<file path="config.mk">
export PLATFORM = sky130hd
export DESIGN_NAME = ahb_input_stage
export DESIGN_NICKNAME = d
export VERILOG_FILES = /design/src/ahb_input_pkg.sv /design/src/ahb_addr_if.sv /design/src/ahb_hold_reg.sv /design/src/ahb_hold_ctrl.sv /design/src/ahb_burst_fixup.sv /design/src/ahb_input_stage.sv
export SDC_FILE = /design/constraint.sdc
export NUM_CORES = 1
export LEC_CHECK = 0
export BUFFER_PORTS_ARGS = -buffer_cell sky130_fd_sc_hd__buf_4
export CAP_MARGIN = 20
export CORE_MARGIN = 2
export CORE_UTILIZATION = 50
export CTS_CLUSTER_DIAMETER = 30
export DETAILED_ROUTE_END_ITERATION = 10
export GPL_TIMING_DRIVEN = 0
export PLACE_DENSITY = 0.84
export SYNTH_ARGS = -nofsm -noshare
export SYNTH_HDL_FRONTEND = slang
export SYNTH_SLANG_ARGS = --single-unit
export TNS_END_PERCENT = 100
</file>
<file path="constraint.sdc">
create_clock -name HCLK -period 3.3 [get_ports HCLK]
set_input_delay 0.495 -clock HCLK [delete_from_list [all_inputs] [get_ports HCLK]]
set_output_delay 0.495 -clock HCLK [all_outputs]
set_load 0.01 [all_outputs]
</file>
<file path="src/ahb_input_pkg.sv">
// AHB input stage definitions
package ahb_input_pkg;

  // Default bus widths
  parameter int DEF_ADDR_WIDTH   = 32;  // HADDR
  parameter int DEF_MASTER_WIDTH = 4;   // HMASTER

  // HTRANS encoding
  typedef enum logic [1:0] {
    TRN_IDLE   = 2'b00,  // No transfer
    TRN_BUSY   = 2'b01,  // Master wait inside a burst
    TRN_NONSEQ = 2'b10,  // Single or first beat
    TRN_SEQ    = 2'b11   // Remaining burst beats
  } htrans_t;

  // HBURST encoding
  typedef enum logic [2:0] {
    BUR_SINGLE = 3'b000,  // Single transfer
    BUR_INCR   = 3'b001,  // Undefined length
    BUR_WRAP4  = 3'b010,
    BUR_INCR4  = 3'b011,
    BUR_WRAP8  = 3'b100,
    BUR_INCR8  = 3'b101,
    BUR_WRAP16 = 3'b110,
    BUR_INCR16 = 3'b111
  } hburst_t;

  // HSIZE encoding, 128 bits and up handled as byte by the boundary logic
  typedef enum logic [2:0] {
    SIZE_BYTE  = 3'b000,
    SIZE_HALF  = 3'b001,
    SIZE_WORD  = 3'b010,
    SIZE_DWORD = 3'b011,
    SIZE_128   = 3'b100,
    SIZE_256   = 3'b101,
    SIZE_512   = 3'b110,
    SIZE_1024  = 3'b111
  } hsize_t;

  // HRESP encoding
  typedef enum logic [1:0] {
    RSP_OKAY  = 2'b00,
    RSP_ERROR = 2'b01,
    RSP_RETRY = 2'b10,
    RSP_SPLIT = 2'b11
  } hresp_t;

  typedef logic [3:0] hprot_t;  // HPROT bits

endpackage

</file>
<file path="src/ahb_addr_if.sv">
// AHB address phase bundle
interface ahb_addr_if #(
  parameter int ADDR_WIDTH   = ahb_input_pkg::DEF_ADDR_WIDTH,
  parameter int MASTER_WIDTH = ahb_input_pkg::DEF_MASTER_WIDTH
);
  import ahb_input_pkg::*;

  logic                    sel;       // Slave select
  logic [ADDR_WIDTH-1:0]   addr;      // Transfer address
  htrans_t                 trans;     // Transfer type
  logic                    write;     // Direction, 1 for write
  hsize_t                  size;      // Transfer size
  hburst_t                 burst;     // Burst type
  hprot_t                  prot;      // Protection control
  logic [MASTER_WIDTH-1:0] master;    // Master number
  logic                    mastlock;  // Locked sequence

  // Producer of the phase
  modport src (
    output sel, addr, trans, write, size, burst, prot, master, mastlock
  );

  // Consumers of the phase
  modport snk (
    input sel, addr, trans, write, size, burst, prot, master, mastlock
  );

endinterface

</file>
<file path="src/ahb_hold_reg.sv">
// AHB holding register and output mux
module ahb_hold_reg #(
  parameter int ADDR_WIDTH   = ahb_input_pkg::DEF_ADDR_WIDTH,
  parameter int MASTER_WIDTH = ahb_input_pkg::DEF_MASTER_WIDTH
) (
  input  logic                     HCLK,
  input  logic                     HRESETn,
  ahb_addr_if.snk                  in_phase,    // Live address phase
  input  logic                     load,        // Capture this phase
  input  logic                     hold_sel,    // Present held phase
  ahb_addr_if.src                  out_phase,   // To output stage
  output ahb_input_pkg::htrans_t   held_trans   // Captured HTRANS
);
  import ahb_input_pkg::*;

  // Held copy of the address phase
  htrans_t                 reg_trans;
  logic [ADDR_WIDTH-1:0]   reg_addr;
  logic                    reg_write;
  hsize_t                  reg_size;
  hburst_t                 reg_burst;
  hprot_t                  reg_prot;
  logic [MASTER_WIDTH-1:0] reg_master;
  logic                    reg_mastlock;

  // -------------------------------------------------------------------------
  // Capture
  // -------------------------------------------------------------------------
  // Trans feeds burst fixup, so it alone comes out of reset as IDLE
  always_ff @(posedge HCLK)
  begin
    if (!HRESETn)
      reg_trans <= TRN_IDLE;
    else if (load)
      reg_trans <= in_phase.trans;
  end

  always_ff @(posedge HCLK)
  begin
    if (load)
    begin
      reg_addr     <= in_phase.addr;
      reg_write    <= in_phase.write;
      reg_size     <= in_phase.size;
      reg_burst    <= in_phase.burst;
      reg_prot     <= in_phase.prot;
      reg_master   <= in_phase.master;
      reg_mastlock <= in_phase.mastlock;
    end
  end

  assign held_trans = reg_trans;

  // -------------------------------------------------------------------------
  // Output mux
  // -------------------------------------------------------------------------
  always_comb
  begin
    if (!hold_sel)
    begin
      out_phase.sel      = in_phase.sel;    // Straight through
      out_phase.trans    = in_phase.trans;
      out_phase.addr     = in_phase.addr;
      out_phase.write    = in_phase.write;
      out_phase.size     = in_phase.size;
      out_phase.burst    = in_phase.burst;
      out_phase.prot     = in_phase.prot;
      out_phase.master   = in_phase.master;
      out_phase.mastlock = in_phase.mastlock;
    end
    else
    begin
      out_phase.sel      = 1'b1;            // Held phase always selected
      out_phase.trans    = TRN_NONSEQ;      // Restarts as a new transfer
      out_phase.addr     = reg_addr;
      out_phase.write    = reg_write;
      out_phase.size     = reg_size;
      out_phase.burst    = reg_burst;
      out_phase.prot     = reg_prot;
      out_phase.master   = reg_master;
      out_phase.mastlock = reg_mastlock;
    end
  end

  // Capture strobe from the control block must be clean
  a_load_known: assert property (@(posedge HCLK) disable iff (!HRESETn)
    !$isunknown(load))
    else $error("load is unknown");

endmodule

</file>
<file path="src/ahb_hold_ctrl.sv">
// AHB input stage control
module ahb_hold_ctrl (
  input  logic                    HCLK,
  input  logic                    HRESETn,
  ahb_addr_if.snk                 in_phase,      // Live address phase
  input  logic                    HREADYS,       // Bus ready from master side
  input  logic                    active_ip,     // Output stage serving us
  input  logic                    readyout_ip,   // Shared slave HREADY
  input  ahb_input_pkg::hresp_t   resp_ip,       // Shared slave HRESP
  output logic                    load,          // Capture address phase
  output logic                    stall,         // Accepted with no output stage
  output logic                    hold_sel,      // Holding register in use
  output logic                    held_tran_ip,  // Request to arbiter
  output logic                    HREADYOUTS,    // Ready back to master
  output ahb_input_pkg::hresp_t   HRESPS         // Response back to master
);
  import ahb_input_pkg::*;

  logic addr_valid;  // Valid address phase to this port
  logic data_valid;  // Data phase of a valid transfer
  logic pend_next;
  logic pend_q;      // Transfer waiting in holding register

  // -------------------------------------------------------------------------
  // Accept and pending state
  // -------------------------------------------------------------------------
  assign addr_valid = in_phase.sel & in_phase.trans[1];  // NONSEQ or SEQ
  assign load       = addr_valid & HREADYS;
  assign stall      = load & ~active_ip;

  // Set when output stage misses the accept, clear once it completes
  always_comb
  begin
    if (stall)
      pend_next = 1'b1;
    else if (active_ip && readyout_ip)
      pend_next = 1'b0;
    else
      pend_next = pend_q;
  end

  always_ff @(posedge HCLK)
  begin
    if (!HRESETn)
      pend_q <= 1'b0;
    else
      pend_q <= pend_next;
  end

  // Data phase follows address phase only when the bus moves
  always_ff @(posedge HCLK)
  begin
    if (!HRESETn)
      data_valid <= 1'b0;
    else if (HREADYS)
      data_valid <= addr_valid;
  end

  assign hold_sel     = pend_q;
  assign held_tran_ip = load | pend_q;  // Live accept or held transfer

  // -------------------------------------------------------------------------
  // Response return
  // -------------------------------------------------------------------------
  always_comb
  begin
    if (!data_valid)
    begin
      HREADYOUTS = 1'b1;         // Idle, busy or not selected
      HRESPS     = RSP_OKAY;
    end
    else if (pend_q)
    begin
      HREADYOUTS = 1'b0;         // Wait until the held beat is taken
      HRESPS     = RSP_OKAY;
    end
    else
    begin
      HREADYOUTS = readyout_ip;  // Shared slave owns the response
      HRESPS     = resp_ip;
    end
  end

  // Request line rides out any back-pressure from the output stage
  a_pend_req: assert property (@(posedge HCLK) disable iff (!HRESETn)
    (held_tran_ip && !active_ip) |=> held_tran_ip)
    else $error("request dropped while the output stage was elsewhere");

  // Master sees wait states while its beat sits in the holding register
  a_hold_wait: assert property (@(posedge HCLK) disable iff (!HRESETn)
    stall |=> !HREADYOUTS)
    else $error("HREADYOUTS high during held data phase");

endmodule

</file>
<file path="src/ahb_burst_fixup.sv">
// AHB burst termination and wrap fixup
module ahb_burst_fixup #(
  parameter int ADDR_WIDTH = ahb_input_pkg::DEF_ADDR_WIDTH
) (
  input  logic                     HCLK,
  input  logic                     HRESETn,
  ahb_addr_if.snk                  in_phase,    // Live address phase
  input  logic                     HREADYS,
  input  logic                     load,        // Phase accepted
  input  logic                     stall,       // Accepted without output stage
  input  logic                     hold_sel,    // Holding register in use
  input  ahb_input_pkg::htrans_t   held_trans,  // Captured HTRANS
  input  ahb_input_pkg::htrans_t   mux_trans,   // HTRANS after hold mux
  input  ahb_input_pkg::hburst_t   mux_burst,   // HBURST after hold mux
  output ahb_input_pkg::htrans_t   trans_ip,
  output ahb_input_pkg::hburst_t   burst_ip
);
  import ahb_input_pkg::*;

  logic [ADDR_WIDTH-1:0] beat_addr;
  logic [3:0]            offset_addr;  // Beat index at current size
  logic [3:0]            check_addr;   // Index padded per wrap length
  logic                  override_q;   // Interrupted burst being completed
  logic                  bound_q;      // Last beat of a wrap block seen
  htrans_t               transb;       // Trans used for burst decision

  // -------------------------------------------------------------------------
  // Early burst termination
  // -------------------------------------------------------------------------
  always_ff @(posedge HCLK)
  begin
    if (!HRESETn)
      override_q <= 1'b0;
    else if (HREADYS)
    begin
      if (in_phase.trans == TRN_NONSEQ || in_phase.trans == TRN_IDLE)
        override_q <= 1'b0;  // New burst or end of burst
      else if (in_phase.trans == TRN_SEQ && load && stall)
        override_q <= 1'b1;  // Burst broken mid way
    end
  end

  // -------------------------------------------------------------------------
  // Wrap boundary detection
  // -------------------------------------------------------------------------
  assign beat_addr = in_phase.addr;

  always_comb
  begin
    case (in_phase.size)
      SIZE_HALF:  offset_addr = beat_addr[4:1];
      SIZE_WORD:  offset_addr = beat_addr[5:2];
      SIZE_DWORD: offset_addr = beat_addr[6:3];
      default:    offset_addr = beat_addr[3:0];  // Byte and oversized
    endcase
  end

  always_comb
  begin
    case (in_phase.burst)
      BUR_WRAP4:  check_addr = {2'b11, offset_addr[1:0]};
      BUR_WRAP8:  check_addr = {1'b1, offset_addr[2:0]};
      BUR_WRAP16: check_addr = offset_addr;
      default:    check_addr = 4'b0000;  // INCR and SINGLE never wrap
    endcase
  end

  always_ff @(posedge HCLK)
  begin
    if (!HRESETn)
      bound_q <= 1'b0;
    else if (in_phase.trans[1] && HREADYS)
      bound_q <= &check_addr;
  end

  // -------------------------------------------------------------------------
  // Trans and burst rewrite
  // -------------------------------------------------------------------------
  assign transb = hold_sel ? held_trans : in_phase.trans;

  // SEQ to NONSEQ and BUSY to IDLE past the wrap point
  assign trans_ip = (override_q && bound_q) ? htrans_t'({mux_trans[1], 1'b0})
                                            : mux_trans;
  assign burst_ip = (override_q && transb != TRN_NONSEQ) ? BUR_INCR : mux_burst;

  a_size_legal: assert property (@(posedge HCLK) disable iff (!HRESETn)
    (in_phase.sel && in_phase.trans[1]) |-> (in_phase.size <= SIZE_DWORD))
    else $error("transfer size of 128 bits or more");

endmodule

</file>
<file path="src/ahb_input_stage.sv">
// AHB bus matrix input stage
module ahb_input_stage #(
  parameter int ADDR_WIDTH   = ahb_input_pkg::DEF_ADDR_WIDTH,
  parameter int MASTER_WIDTH = ahb_input_pkg::DEF_MASTER_WIDTH
) (
  input  logic                     HCLK,
  input  logic                     HRESETn,
  // Master port address phase
  input  logic                     HSELS,
  input  logic [ADDR_WIDTH-1:0]    HADDRS,
  input  ahb_input_pkg::htrans_t   HTRANSS,
  input  logic                     HWRITES,
  input  ahb_input_pkg::hsize_t    HSIZES,
  input  ahb_input_pkg::hburst_t   HBURSTS,
  input  ahb_input_pkg::hprot_t    HPROTS,
  input  logic [MASTER_WIDTH-1:0]  HMASTERS,
  input  logic                     HMASTLOCKS,
  input  logic                     HREADYS,
  // Output stage handshake
  input  logic                     active_ip,
  input  logic                     readyout_ip,
  input  ahb_input_pkg::hresp_t    resp_ip,
  // Master port response
  output logic                     HREADYOUTS,
  output ahb_input_pkg::hresp_t    HRESPS,
  // To output stage
  output logic                     sel_ip,
  output logic [ADDR_WIDTH-1:0]    addr_ip,
  output ahb_input_pkg::htrans_t   trans_ip,
  output logic                     write_ip,
  output ahb_input_pkg::hsize_t    size_ip,
  output ahb_input_pkg::hburst_t   burst_ip,
  output ahb_input_pkg::hprot_t    prot_ip,
  output logic [MASTER_WIDTH-1:0]  master_ip,
  output logic                     mastlock_ip,
  output logic                     held_tran_ip   // Arbiter request
);

  logic                   load;        // Capture strobe
  logic                   stall;       // Accepted, output stage elsewhere
  logic                   hold_sel;    // Holding register selected
  ahb_input_pkg::htrans_t held_trans;

  ahb_addr_if #(.ADDR_WIDTH(ADDR_WIDTH), .MASTER_WIDTH(MASTER_WIDTH)) in_phase ();
  ahb_addr_if #(.ADDR_WIDTH(ADDR_WIDTH), .MASTER_WIDTH(MASTER_WIDTH)) out_phase ();

  // Master port into the bundle
  assign in_phase.sel      = HSELS;
  assign in_phase.addr     = HADDRS;
  assign in_phase.trans    = HTRANSS;
  assign in_phase.write    = HWRITES;
  assign in_phase.size     = HSIZES;
  assign in_phase.burst    = HBURSTS;
  assign in_phase.prot     = HPROTS;
  assign in_phase.master   = HMASTERS;
  assign in_phase.mastlock = HMASTLOCKS;

  ahb_hold_reg #(.ADDR_WIDTH(ADDR_WIDTH), .MASTER_WIDTH(MASTER_WIDTH)) u_hold_reg (
    .HCLK, .HRESETn, .in_phase, .load, .hold_sel, .out_phase, .held_trans
  );

  ahb_hold_ctrl u_hold_ctrl (
    .HCLK, .HRESETn, .in_phase, .HREADYS, .active_ip, .readyout_ip, .resp_ip,
    .load, .stall, .hold_sel, .held_tran_ip, .HREADYOUTS, .HRESPS
  );

  ahb_burst_fixup #(.ADDR_WIDTH(ADDR_WIDTH)) u_burst_fixup (
    .HCLK, .HRESETn, .in_phase, .HREADYS, .load, .stall, .hold_sel, .held_trans,
    .mux_trans(out_phase.trans), .mux_burst(out_phase.burst), .trans_ip, .burst_ip
  );

  // Muxed phase out to the output stage, trans and burst come from fixup
  assign sel_ip      = out_phase.sel;
  assign addr_ip     = out_phase.addr;
  assign write_ip    = out_phase.write;
  assign size_ip     = out_phase.size;
  assign prot_ip     = out_phase.prot;
  assign master_ip   = out_phase.master;
  assign mastlock_ip = out_phase.mastlock;

endmodule

</file>
Word-level counts from Yosys, hierarchy flattened
Cells that the tools add are included.
{ "totals": {"regBits": 54, "out_inout_bits": 55} }
{ "classes": {"n_reduce_logical": 12, "mux": 22, "eq_ne": 9, "bitwise": 5} }
{ "ops": {"columns": ["op", "count"], "rows": [
  ["$mux 32", 1],
  ["$pmux 4 s3", 2],
  ["$mux 1", 10],
  ["$eq 3x2->1 const B", 3],
  ["$mux 3", 3],
  ["$mux 2", 4],
  ["$mux 4", 2],
  ["$eq 3x3->1 const B", 2],
  ["$logic_and 1x1->1", 6],
  ["$eq 2x2->1 const B", 2],
  ["$reduce_and 4->1", 1],
  ["$reduce_bool 2->1", 2],
  ["$and 1x1->1", 3],
  ["$eq 3x1->1 const B", 1],
  ["$logic_not 2->1", 1],
  ["$ne 2x2->1 const B", 1],
  ["$reduce_and 2->1", 1],
  ["$logic_or 1x1->1", 1],
  ["$not 1->1", 1],
  ["$or 1x1->1", 1]
]} }

Longest topological paths before layout
Gate-level depths: netlist of run 1.
{ "depth": {"depth_word": 6, "mapped_depth": 5, "ltp_nobuf": 4} }

Modules after synthesis
Synthesis of run 1 repeated with hierarchy kept, for this count alone.
{ "unflattened": {"hier_cells": 169, "area_unflattened_um2": 2791.4} }
{ "by_module_without_submodules": {"columns": ["mod", "n_inst", "area_per_inst_um2", "cells_each"], "rows": [
  ["ahb_hold_reg", 1, 2356.0, 111],
  ["ahb_burst_fixup", 1, 315.3, 44],
  ["ahb_hold_ctrl", 1, 120.1, 14]
]} }

Least setup slack after synthesis of run 1
OpenSTA, ideal clock, no wires.
{ "synth_path": {"path_type": "input-to-reg", "start": "in HSELS", "end": "reg u_hold_reg.reg_addr[0], enable pin", "t_required_ns": 2.896, "cell_stages": 2, "path_slack_ns": 1.268, "path_buffers": 0, "arrival_time_ns": 1.628, "path_cell_list": "nand3_1 inv_1"} }
{ "synth_via": {"elab_chain_len": 2} }
{ "synth_lines": {"columns": ["element", "line", "source"], "rows": [
  ["from (decl)", "ahb_input_stage.sv:9", "input logic HSELS,"],
  ["$and 1x1->1", "ahb_hold_ctrl.sv:27", "assign addr_valid = in_phase.sel & in_phase.trans[1];"],
  ["$and 1x1->1", "ahb_hold_ctrl.sv:28", "assign load = addr_valid & HREADYS;"],
  ["via load", "ahb_input_stage.sv:39", "logic load;"],
  ["to (signal assigned)", "ahb_hold_reg.sv:42", "reg_addr <= in_phase.addr;"],
  ["to (decl)", "ahb_hold_reg.sv:18", "logic [ADDR_WIDTH-1:0] reg_addr;"]
]} }
The timed path passes the listed nets, and every way through them passes these cells.
A chain may end at the register's enable or synchronous reset.

Worst setup path after layout of run 1
{ "layout_path": {"start": "reg u_hold_ctrl.pend_q, in the netlist u_hold_ctrl.hold_sel", "end": "out addr_ip[24]"} }
{ "layout_via": {"elab_chain_len": 1} }
{ "layout_lines": {"columns": ["element", "line", "source"], "rows": [
  ["from (decl)", "ahb_hold_ctrl.sv:22", "logic pend_q;"],
  ["from (signal assigned)", "ahb_hold_ctrl.sv:47", "pend_q <= pend_next;"],
  ["$mux 32", "ahb_hold_reg.sv:59", "if (!hold_sel)"],
  ["to (decl)", "ahb_input_stage.sv:28", "output logic [ADDR_WIDTH-1:0] addr_ip,"]
]} }
No other way between the ends.

==> results of run 1 <==
## final timing paths
| kind | end | cells after the start |
|---|---|---|
| min | u_hold_reg.reg_addr[26]$_DFFE_PP_ | 1 |
| max reg2reg | u_hold_ctrl.hold_sel$_SDFFE_PN0P_ | 3 |
| max | addr_ip[24] | 4 |
| min reg2reg | u_hold_reg.held_trans[1]$_SDFFE_PN0P_ | 1 |
## cell type report
cell class	instances	area [µm²]	area share, %
plain buffers	7	41.3	1.18
clock buffers	7	76.3	2.17
repair buffers	113	861	24.5
well taps	67	83.8	2.39
inverters	5	18.8	0.534
clock inverters	1	7.51	0.214
flip-flops and latches	54	1560	44.5
multi-input cells	93	862	24.5
## per-layer routing
metal / wire length [µm] / part of all wire [%]
met5: 0 / 0
met4: 125 / 2.2
met3: 396 / 6.9
met2: 2770 / 48
met1: 2460 / 43
## synthesized netlist by cell type (3+ instances only)
| cell type | count | share of area (%) |
|---|---|---|
| edfxtp_1 | 48 | 58 |
| nor2_1 | 4 | 0.60 |
| inv_1 | 5 | 0.76 |
| o21ai_0 | 3 | 0.60 |
| mux2_2 | 46 | 21 |
| buf_2 | 6 | 1.2 |
| dfxtp_1 | 6 | 4.8 |
| a21oi_1 | 4 | 0.81 |
| nor2b_1 | 4 | 1.0 |
| mux2i_1 | 4 | 1.6 |
## per-stage QoR
stage	power (W)	util, %	instances	worst slack (ns)
2_1_floorplan	0.000898	-	159	1.27
3_3_place_gp	0.00104	71.7	338	0.641
3_5_place_dp	0.00105	72.1	339	1.29
4_1_cts	0.00140	73.9	347	0.941
5_1_grt	0.00144	73.9	347	0.874
6_report	0.00139	73.9	347	0.980
## sequential cells by signal, indices dropped and copies added (netlist names)
| name | cells |
|---|---|
| u_burst_fixup.override_q | 1 |
| u_hold_ctrl.hold_sel | 1 |
| u_burst_fixup.bound_q | 1 |
| u_hold_reg.held_trans | 2 |
| u_hold_reg.reg_write | 1 |
| u_hold_reg.reg_burst | 3 |
| u_hold_reg.reg_addr | 32 |
| u_hold_reg.reg_mastlock | 1 |
| u_hold_reg.reg_prot | 4 |
| u_hold_reg.reg_size | 3 |
| u_hold_ctrl.data_valid | 1 |
| u_hold_reg.reg_master | 4 |
## power by group through the flow
| stage | logic (W) | registers, W | clock network [W] |
|---|---|---|---|
| final | 0.000244 | 0.000786 | 0.000361 |
| after floorplan | 0.000100 | 0.000798 | 0 |
| after global placement | 0.000238 | 0.000800 | 0 |
| after global routing | 0.000261 | 0.000789 | 0.000393 |
| after detailed placement | 0.000245 | 0.000801 | 0 |
| after CTS | 0.000246 | 0.000786 | 0.000370 |
## critical path: stages (launching register included)
cell,delay (ns)
dfxtp_1,0.42
buf_2,0.27
buf_2,0.30
mux2_2,0.38
buf_4,0.15
## cell families after synthesis
kind of cell           Yosys count  share of synthesized area, %
flip-flops                      54                          62.9
buffers and inverters           12                          2.42
AND/OR/NAND/NOR                 24                          6.55
AO/OA/AOI/OAI                   19                          5.69
multiplexers                    50                          22.5
==> reports/metrics.csv, run 1 <==
metric;value;unit
status;finished, final reports clean;
unrepaired setup endpoints after global routing;no;
Yosys warning total;0;
hold_ws;0.368;ns
asr flop ratio synth;0;%
Slew Limit Fails;0;
# port buffers;112;
period utilization;70.3;%
Core Region;4750;µm²
logic gate share of total power;17.5;%
Pint;0.00107;W
Post-Syn Area;2480;µm²
HP Start;HADDRS[26];
switching power;0.000322;W
htree depth;2;
post-CTS setup buffer count;0;
die area;5550;µm²
# rows;25;
hpwl dp;4330;µm
R2R Path Start;u_hold_ctrl.hold_sel$_SDFFE_PN0P_;
Starting Density;52.2;%
Synth Register Bits;54;
minimum clock period;2.32;ns
Sw Ratio;23.1;%
CTS Hold Bufs;0;
Setup crit start;u_hold_ctrl.hold_sel$_SDFFE_PN0P_;
total grt overflow;0;
post_cts resized;0;
IO Pins;113;
post-synthesis sequential area ratio;62.9;%
area post-placement;3430;µm²
Worst EP arrival;1.82;ns
CTS tree;done;
final-report setup violation count;0;
DRT Wirelength;5740;µm
clock-pin transition on the worst setup and hold timing paths;0.10;ns
vias in the first global route;1771;
worst endpoint required time;2.80;ns
Post-Route Setup TNS;0;ns
CP Launch Type;flip-flop;
max_cap viols;0;
gr busiest metal;met2;
Pwr Density;396;nW/µm²
met3 usage;5.28;%
relative slew slack;80.9;%
Min-Delay Path Class;input port to flip-flop;
routing usage on met2;33.4;%
syn nets;217;
CP max FO;10;
power share of the clock group;26.0;%
EDFF count, synth;48;
most frequent cells in the layout;buf_4 (112), edfxtp_1 (48), mux2_2 (46);
GR Util met1;27.5;%
Filler cells;341;
Pre-Repair DR Iteration Count;4;
DIE WIDTH;74.5;µm
fin area;3510;µm²
CP Class;flip-flop to output port;
peak supply drop;0.000214;V
Total GRT Usage;20.9;%
TritonCTS Buffers;5;
nets;337;
root buffer cell;clkbuf_8;
Residual DRC;0;
routed vias;1808;
share of cells above drive strength 1;63.9;%
Vert. Die Dim;74.5;µm
clk buf depth;2;
Yosys cell types;33;
Top FF cell, synth;edfxtp_1;
area delta synth->final;41.4;%
Reg2Reg Setup Slack;2.35;ns
Clock Sinks;54;
Placer Congestion;0.772;
Fin. Hold Viols;0;
Setup Skew;0;ns
Syn Area/Cell;15.6;µm²
Lkg Pwr;1.45;nW
Post-DRT Antenna Nets;0;
worst-skew pair later-pin latency;0.30;ns
Fmax;431;MHz
sequential fraction of design power;56.5;%
Post-Synthesis Cells;159;
largest net degree at the start of global routing;40;
Crit. End Element;output port;
worst slew pin tran;0.283;ns
drt initial violations;102;
Ant. Diodes;0;
commonest non-fill, non-tap cell in the layout;buf_4;
DR WL/cell;16.6;µm
first-pass GRT wire length;8630;µm
initial antenna violation count;0;
Vias/cell;5.21;
No activity file was read; power rests on OpenSTA's default activity.
==> run 2: changes to the inputs <==
- CORE_UTILIZATION: 50 -> 42
- PLACE_DENSITY: 0.84 -> 0.76
- clock period: 3.3 -> 2 ns (I/O delays scaled with it)
==> run 2 against run 1 <==
Compared with the run above: critical path depth did not move; sequential power grew 64%; register-to-register slack worse by 1.3 ns; clock power up 110%; critical path type unchanged; cell count increased by 2.3%; largest cell class unchanged.
==> reports/metrics.csv, run 2 (synthesis results as in run 1) <==
metric;value;unit;change
Vert. Die Dim;80.9;µm;+8.6%
final-report setup violation count;0;;unchanged
CTS Hold Bufs;0;;unchanged
Crit. End Element;output port;;
Lkg Pwr;1.47;nW;+1.5%
post-CTS setup buffer count;0;;unchanged
Ant. Diodes;0;;unchanged
Placer Congestion;0.764;;-1.1%
Crit path largest cell delay;0.38;ns;-0.04 ns
Setup Skew;0;ns;unchanged
die area;6540;µm²;+18%
Top Registers;u_hold_reg.reg_addr: 32 flops, u_hold_reg.reg_master: 4 flops, u_hold_reg.reg_prot: 4 flops;;
Reg with most FFs;u_hold_reg.reg_addr;;
reg2reg path depth;2;;-1
vias in the first global route;1673;;-5.5%
largest delay contributor family on the critical path;buffers and inverters;;
Total GRT Usage;16.4;%;-4.4 points
logic gate share of total power;16.4;%;-1.1 points
worst slew pin tran;0.399;ns;+0.117 ns
share of cells above drive strength 1;64.6;%;+0.71 points
unrepaired setup endpoints after global routing;no;;
Slew Limit Fails;0;;unchanged
CP max FO;10;;unchanged
CP Cell Sequence;buf_6, buf_4, mux2_2, buf_4;;
period utilization;92.2;%;
Reg2Reg Setup Slack;1.09;ns;-1.26 ns
CP Class;flip-flop to output port;;
clock-pin transition on the worst setup and hold timing paths;0.09;ns;about the same
Pint;0.00192;W;+80%
R2R Path Start;u_burst_fixup.bound_q$_SDFFE_PN0P_;;
Fmax;542;MHz;
total grt overflow;0;;unchanged
fin util;61.3;%;-13 points
Starting Density;42.7;%;-9.5 points
status;finished, final reports clean;;
Pre-Repair DR Iteration Count;4;;unchanged
root buffer cell;clkbuf_8;;
Pwr Density;683;nW/µm²;+72%
worst hold stages;1;;unchanged
IO Pins;113;;unchanged
Fin. Hold Viols;0;;unchanged
Setup crit start;u_hold_ctrl.hold_sel$_SDFFE_PN0P_;;
nets;337;;unchanged
reg2reg end;u_burst_fixup.bound_q$_SDFFE_PN0P_;;
hpwl dp;4070;µm;-6.0%
max_cap viols;0;;unchanged
worst-skew pair later-pin latency;0.30;ns;about the same
peak supply drop;0.000335;V;+57%
sequential fraction of design power;53.2;%;-3.3 points
area post-placement;3440;µm²;+0.29%
Final WS setup;0.155;ns;-0.825 ns
switching power;0.000512;W;+59%
Worst EP arrival;1.54;ns;-0.28 ns
commonest non-fill, non-tap cell in the layout;buf_4;;
first-pass GRT wire length;8260;µm;-4.3%
CP Launch Type;flip-flop;;
most frequent cells in the layout;buf_4 (114), edfxtp_1 (48), mux2_2 (46);;
TritonCTS Buffers;5;;unchanged
# rows;28;;+12%
power share of the clock group;30.4;%;+4.4 points
Stages on worst setup path;4;;unchanged
area delta synth->final;43.6;%;
fin area;3570;µm²;+1.6%
Min-Delay Path Class;input port to flip-flop;;
relative slew slack;73.3;%;-7.6 points
Place WS;0.227;ns;-1.07 ns
Residual DRC;0;;unchanged
Vias/cell;5.05;;-3.2%
crit path max-delay cell type;dfxtp_2;;
Most common cell on crit path;buf_4;;
CP endpoint;addr_ip[22];;
Layout Cells excl Fill;355;;+2.3%
initial antenna violation count;0;;unchanged
max FFs per register;32;;unchanged
minimum clock period;1.84;ns;
Post-Route Setup TNS;0;ns;unchanged
htree depth;2;;unchanged
DIE WIDTH;80.9;µm;+8.6%
CTS tree;done;;
Buf/Inv on CP;3;;unchanged
DRT Wirelength;5440;µm;-5.3%
Core Region;5820;µm²;+22%
drt initial violations;65;;-36%
# port buffers;112;;unchanged
routed vias;1791;;-0.94%
worst endpoint required time;1.70;ns;-1.10 ns
Post-DRT Antenna Nets;0;;unchanged
Sw Ratio;21.0;%;-2.1 points
clk buf depth;2;;unchanged
Clock Sinks;54;;unchanged
DR WL/cell;15.3;µm;-7.4%
largest net degree at the start of global routing;35;;-13%
Post-Place Cells;347;;+2.4%
run 2: how the worst min path moves through the flow:
stage	startpoint	to
2_1_floorplan	HADDRS[0]	u_hold_reg.reg_addr[0]$_DFFE_PP_
3_3_place_gp	u_hold_reg.held_trans[1]$_SDFFE_PN0P_	u_hold_reg.held_trans[1]$_SDFFE_PN0P_
3_5_place_dp	u_hold_reg.held_trans[1]$_SDFFE_PN0P_	u_hold_reg.held_trans[1]$_SDFFE_PN0P_
4_1_cts	HMASTERS[2]	u_hold_reg.reg_master[2]$_DFFE_PP_
5_1_grt	HADDRS[28]	u_hold_reg.reg_addr[28]$_DFFE_PP_
6_report	HMASTERS[2]	u_hold_reg.reg_master[2]$_DFFE_PP_
run 2: timing repair:
item / CTS / global route
endpoints found under the hold margin: 0 / 0
gates resized for setup: 3 / 2
endpoints found under the setup margin: 20 / 20
run 2: worst register-to-register path, cell delays in order, from the launching register on:
cell and delay [ns]:
dfxtp_1 0.34, and2_1 0.14, o311a_1 0.33
run 2: through the flow:
step,total power (W),hold WS [ns]
after floorplan,0.00148,0.399
after global placement,0.00171,0.452
after detailed placement,0.00172,0.455
after CTS,0.00246,0.165
after global routing,0.00255,0.159
final,0.00244,0.176
run 2: power by group through the flow:
stage               registers [W]  logic [W]  clock network (W)
finish                    0.00129   0.000400           0.000741
global route              0.00130   0.000436           0.000811
CTS                       0.00130   0.000405           0.000764
detailed placement        0.00132   0.000402                  0
global placement          0.00132   0.000392                  0
floorplan                 0.00132   0.000165                  0
run 2: layer usage:
| metal | track usage [%] | vias up | wire length (µm) |
|---|---|---|---|
| met5 | 0 | - | 0 |
| met4 | 4.07 | 0 | 51 |
| met3 | 5.44 | 6 | 499 |
| met2 | 27.1 | 74 | 2540 |
| met1 | 20.9 | 854 | 2350 |
| li1 | - | 857 | - |
run 2: final cells by class:
class	count	area (µm²)
buffer	7	52.6
clock buffer	7	86.3
clock inverter	1	30.0
fill	510	2250
inverter	5	18.8
multi-input combinational	93	862
sequential	54	1560
tap	75	93.8
timing repair buffer	113	861
==> run 3: changes to the inputs <==
- CELL_PAD_IN_SITES_DETAIL_PLACEMENT: default -> 0
- CELL_PAD_IN_SITES_GLOBAL_PLACEMENT: default -> 1
- CORE_UTILIZATION: 42 -> 33
- PLACE_DENSITY: 0.76 -> default
- PLACE_DENSITY_LB_ADDON: default -> 0.1
==> run 3 against run 2 <==
Compared with the run above: clock skew unchanged; non-clock buffer count unchanged; via count decreased by 2.2%; core utilization decreased by 12 points; sequential share of layout area about the same; clock power decreased by 19%; design area about the same.
==> reports/metrics.csv, run 3 (synthesis results as in run 1) <==
metric;value;unit;change
peak supply drop;0.000251;V;-25%
Reg2Reg Setup Slack;1.09;ns;about the same
IO Pins;113;;unchanged
Top Registers;u_hold_reg.reg_addr: 32 flops, u_hold_reg.reg_master: 4 flops, u_hold_reg.reg_prot: 4 flops;;
Fin. Hold Viols;0;;unchanged
clock-pin transition on the worst setup and hold timing paths;0.10;ns;about the same
Vert. Die Dim;90.8;µm;+12%
DRT Wirelength;5540;µm;+1.8%
Starting Density;34.2;%;-8.5 points
hpwl dp;4060;µm;-0.41%
largest net degree at the start of global routing;40;;+14%
Crit. End Element;output port;;
CP Launch Type;flip-flop;;
DIE WIDTH;90.8;µm;+12%
first-pass GRT wire length;9160;µm;+11%
# rows;31;;+11%
Final WS setup;0.135;ns;-0.0197 ns
root buffer cell;clkbuf_8;;
CTS tree;done;;
Reg with most FFs;u_hold_reg.reg_addr;;
routed vias;1751;;-2.2%
worst slew pin tran;0.283;ns;-0.117 ns
Pwr Density;643;nW/µm²;-5.8%
worst-skew pair later-pin latency;0.30;ns;about the same
Core Region;7250;µm²;+25%
status;finished, final reports clean;;
CP max FO;10;;unchanged
most frequent cells in the layout;buf_4 (114), edfxtp_1 (48), mux2_2 (46);;
minimum clock period;1.86;ns;+0.0197 ns
initial antenna violation count;0;;unchanged
Total GRT Usage;13.8;%;-2.7 points
CP Class;flip-flop to output port;;
total grt overflow;0;;unchanged
die area;8240;µm²;+26%
Vias/cell;4.63;;-8.2%
Setup crit start;u_hold_ctrl.hold_sel$_SDFFE_PN0P_;;
DR WL/cell;14.7;µm;-4.4%
htree depth;2;;unchanged
reg2reg end;u_burst_fixup.bound_q$_SDFFE_PN0P_;;
Min-Delay Path Class;input port to flip-flop;;
CTS Hold Bufs;0;;unchanged
Ant. Diodes;0;;unchanged
CP endpoint;master_ip[1];;
Post-DRT Antenna Nets;0;;unchanged
vias in the first global route;1818;;+8.7%
unrepaired setup endpoints after global routing;no;;
reg2reg path depth;2;;unchanged
share of cells above drive strength 1;64.9;%;+0.23 points
max FFs per register;32;;unchanged
Setup Skew;0;ns;unchanged
max_cap viols;0;;unchanged
worst endpoint required time;1.70;ns;about the same
post-CTS setup buffer count;0;;unchanged
R2R Path Start;u_burst_fixup.bound_q$_SDFFE_PN0P_;;
Fmax;536;MHz;-1.1%
Worst EP arrival;1.56;ns;+0.02 ns
Pre-Repair DR Iteration Count;4;;unchanged
area delta synth->final;43.5;%;about the same
# port buffers;112;;unchanged
Clock Sinks;54;;unchanged
Residual DRC;0;;unchanged
commonest non-fill, non-tap cell in the layout;buf_4;;
drt initial violations;53;;-18%
Place WS;0.182;ns;-0.0449 ns
Placer Congestion;0.714;;-6.5%
final-report setup violation count;0;;unchanged
period utilization;93.2;%;+0.98 points
Final Power;0.00229;W;-5.9%
TritonCTS Buffers;5;;unchanged
clk buf depth;2;;unchanged
Lkg Pwr;1.44;nW;-1.5%
nets;337;;unchanged
Slew Limit Fails;0;;unchanged
relative slew slack;81.1;%;+7.8 points
run 3: changes by cell type in the layout (fill, tap and decap cells not counted), sizes merged:
cell,previous run,this run
bufinv,1,0
clkbuf,7,5
clkinvlp,0,2
run 3: metrics by stage:
stage / hold WS [ns] / instances / cell area (µm²) / TNS (ns) / utilization (%)
global placement: 0.454 / 370 / 3450 / -28.12 / 47.5
floorplan: 0.399 / 159 / 2480 / 0 / -
finish: 0.170 / 378 / 3560 / 0 / 49.1
global route: 0.150 / 378 / 3560 / 0 / 49.1
detailed placement: 0.463 / 371 / 3470 / 0 / 47.8
CTS: 0.155 / 378 / 3560 / 0 / 49.1
run 3: metal layers:
layer | up-vias | global-route usage (%) | share of wire [%]
met5 | - | 0 | 0
met4 | 0 | 3.85 | 1.1
met3 | 6 | 4.01 | 7.2
met2 | 66 | 22.6 | 47
met1 | 818 | 17.7 | 45
li1 | 861 | - | -
run 3: worst min-delay path by stage:
stage | start | endpoint | slack [ns] | cells after the start
CTS | HMASTERS[2] | u_hold_reg.reg_master[2]$_DFFE_PP_ | 0.16 | 1
finish | HPROTS[0] | u_hold_reg.reg_prot[0]$_DFFE_PP_ | 0.17 | 1
floorplan | HADDRS[0] | u_hold_reg.reg_addr[0]$_DFFE_PP_ | 0.40 | 0
global placement | u_hold_reg.held_trans[1]$_SDFFE_PN0P_ | u_hold_reg.held_trans[1]$_SDFFE_PN0P_ | 0.45 | 1
detailed placement | u_hold_reg.held_trans[1]$_SDFFE_PN0P_ | u_hold_reg.held_trans[1]$_SDFFE_PN0P_ | 0.46 | 1
global route | HPROTS[1] | u_hold_reg.reg_prot[1]$_DFFE_PP_ | 0.15 | 1
run 3: where the power goes:
group	leakage, nW	internal, W	total, W	switching (W)
Combinational	0.919	0.000235	0.000400	0.000165
Clock	0.0362	0.000240	0.000599	0.000359
Sequential	0.490	0.00128	0.00129	0.0000127
run 3: final cells by class:
| type | instances | area [µm²] |
|---|---|---|
| inverters | 5 | 18.8 |
| flip-flops and latches | 54 | 1560 |
| well taps | 99 | 124 |
| multi-input cells | 93 | 862 |
| clock buffers | 5 | 68.8 |
| fillers | 687 | 3690 |
| repair buffers | 113 | 861 |
| clock inverters | 2 | 15.0 |
| plain buffers | 7 | 52.6 |
run 3: worst max-delay path, stage by stage, from the launching register on:
cell,delay [ns]
dfxtp_2,0.39
buf_6,0.17
buf_4,0.20
mux2_2,0.35
buf_4,0.14
run 3: timing repair:
action	4_1_cts	5_1_grt
gates resized for setup	4	1
pin swaps	0	0
setup endpoints to repair	22	20
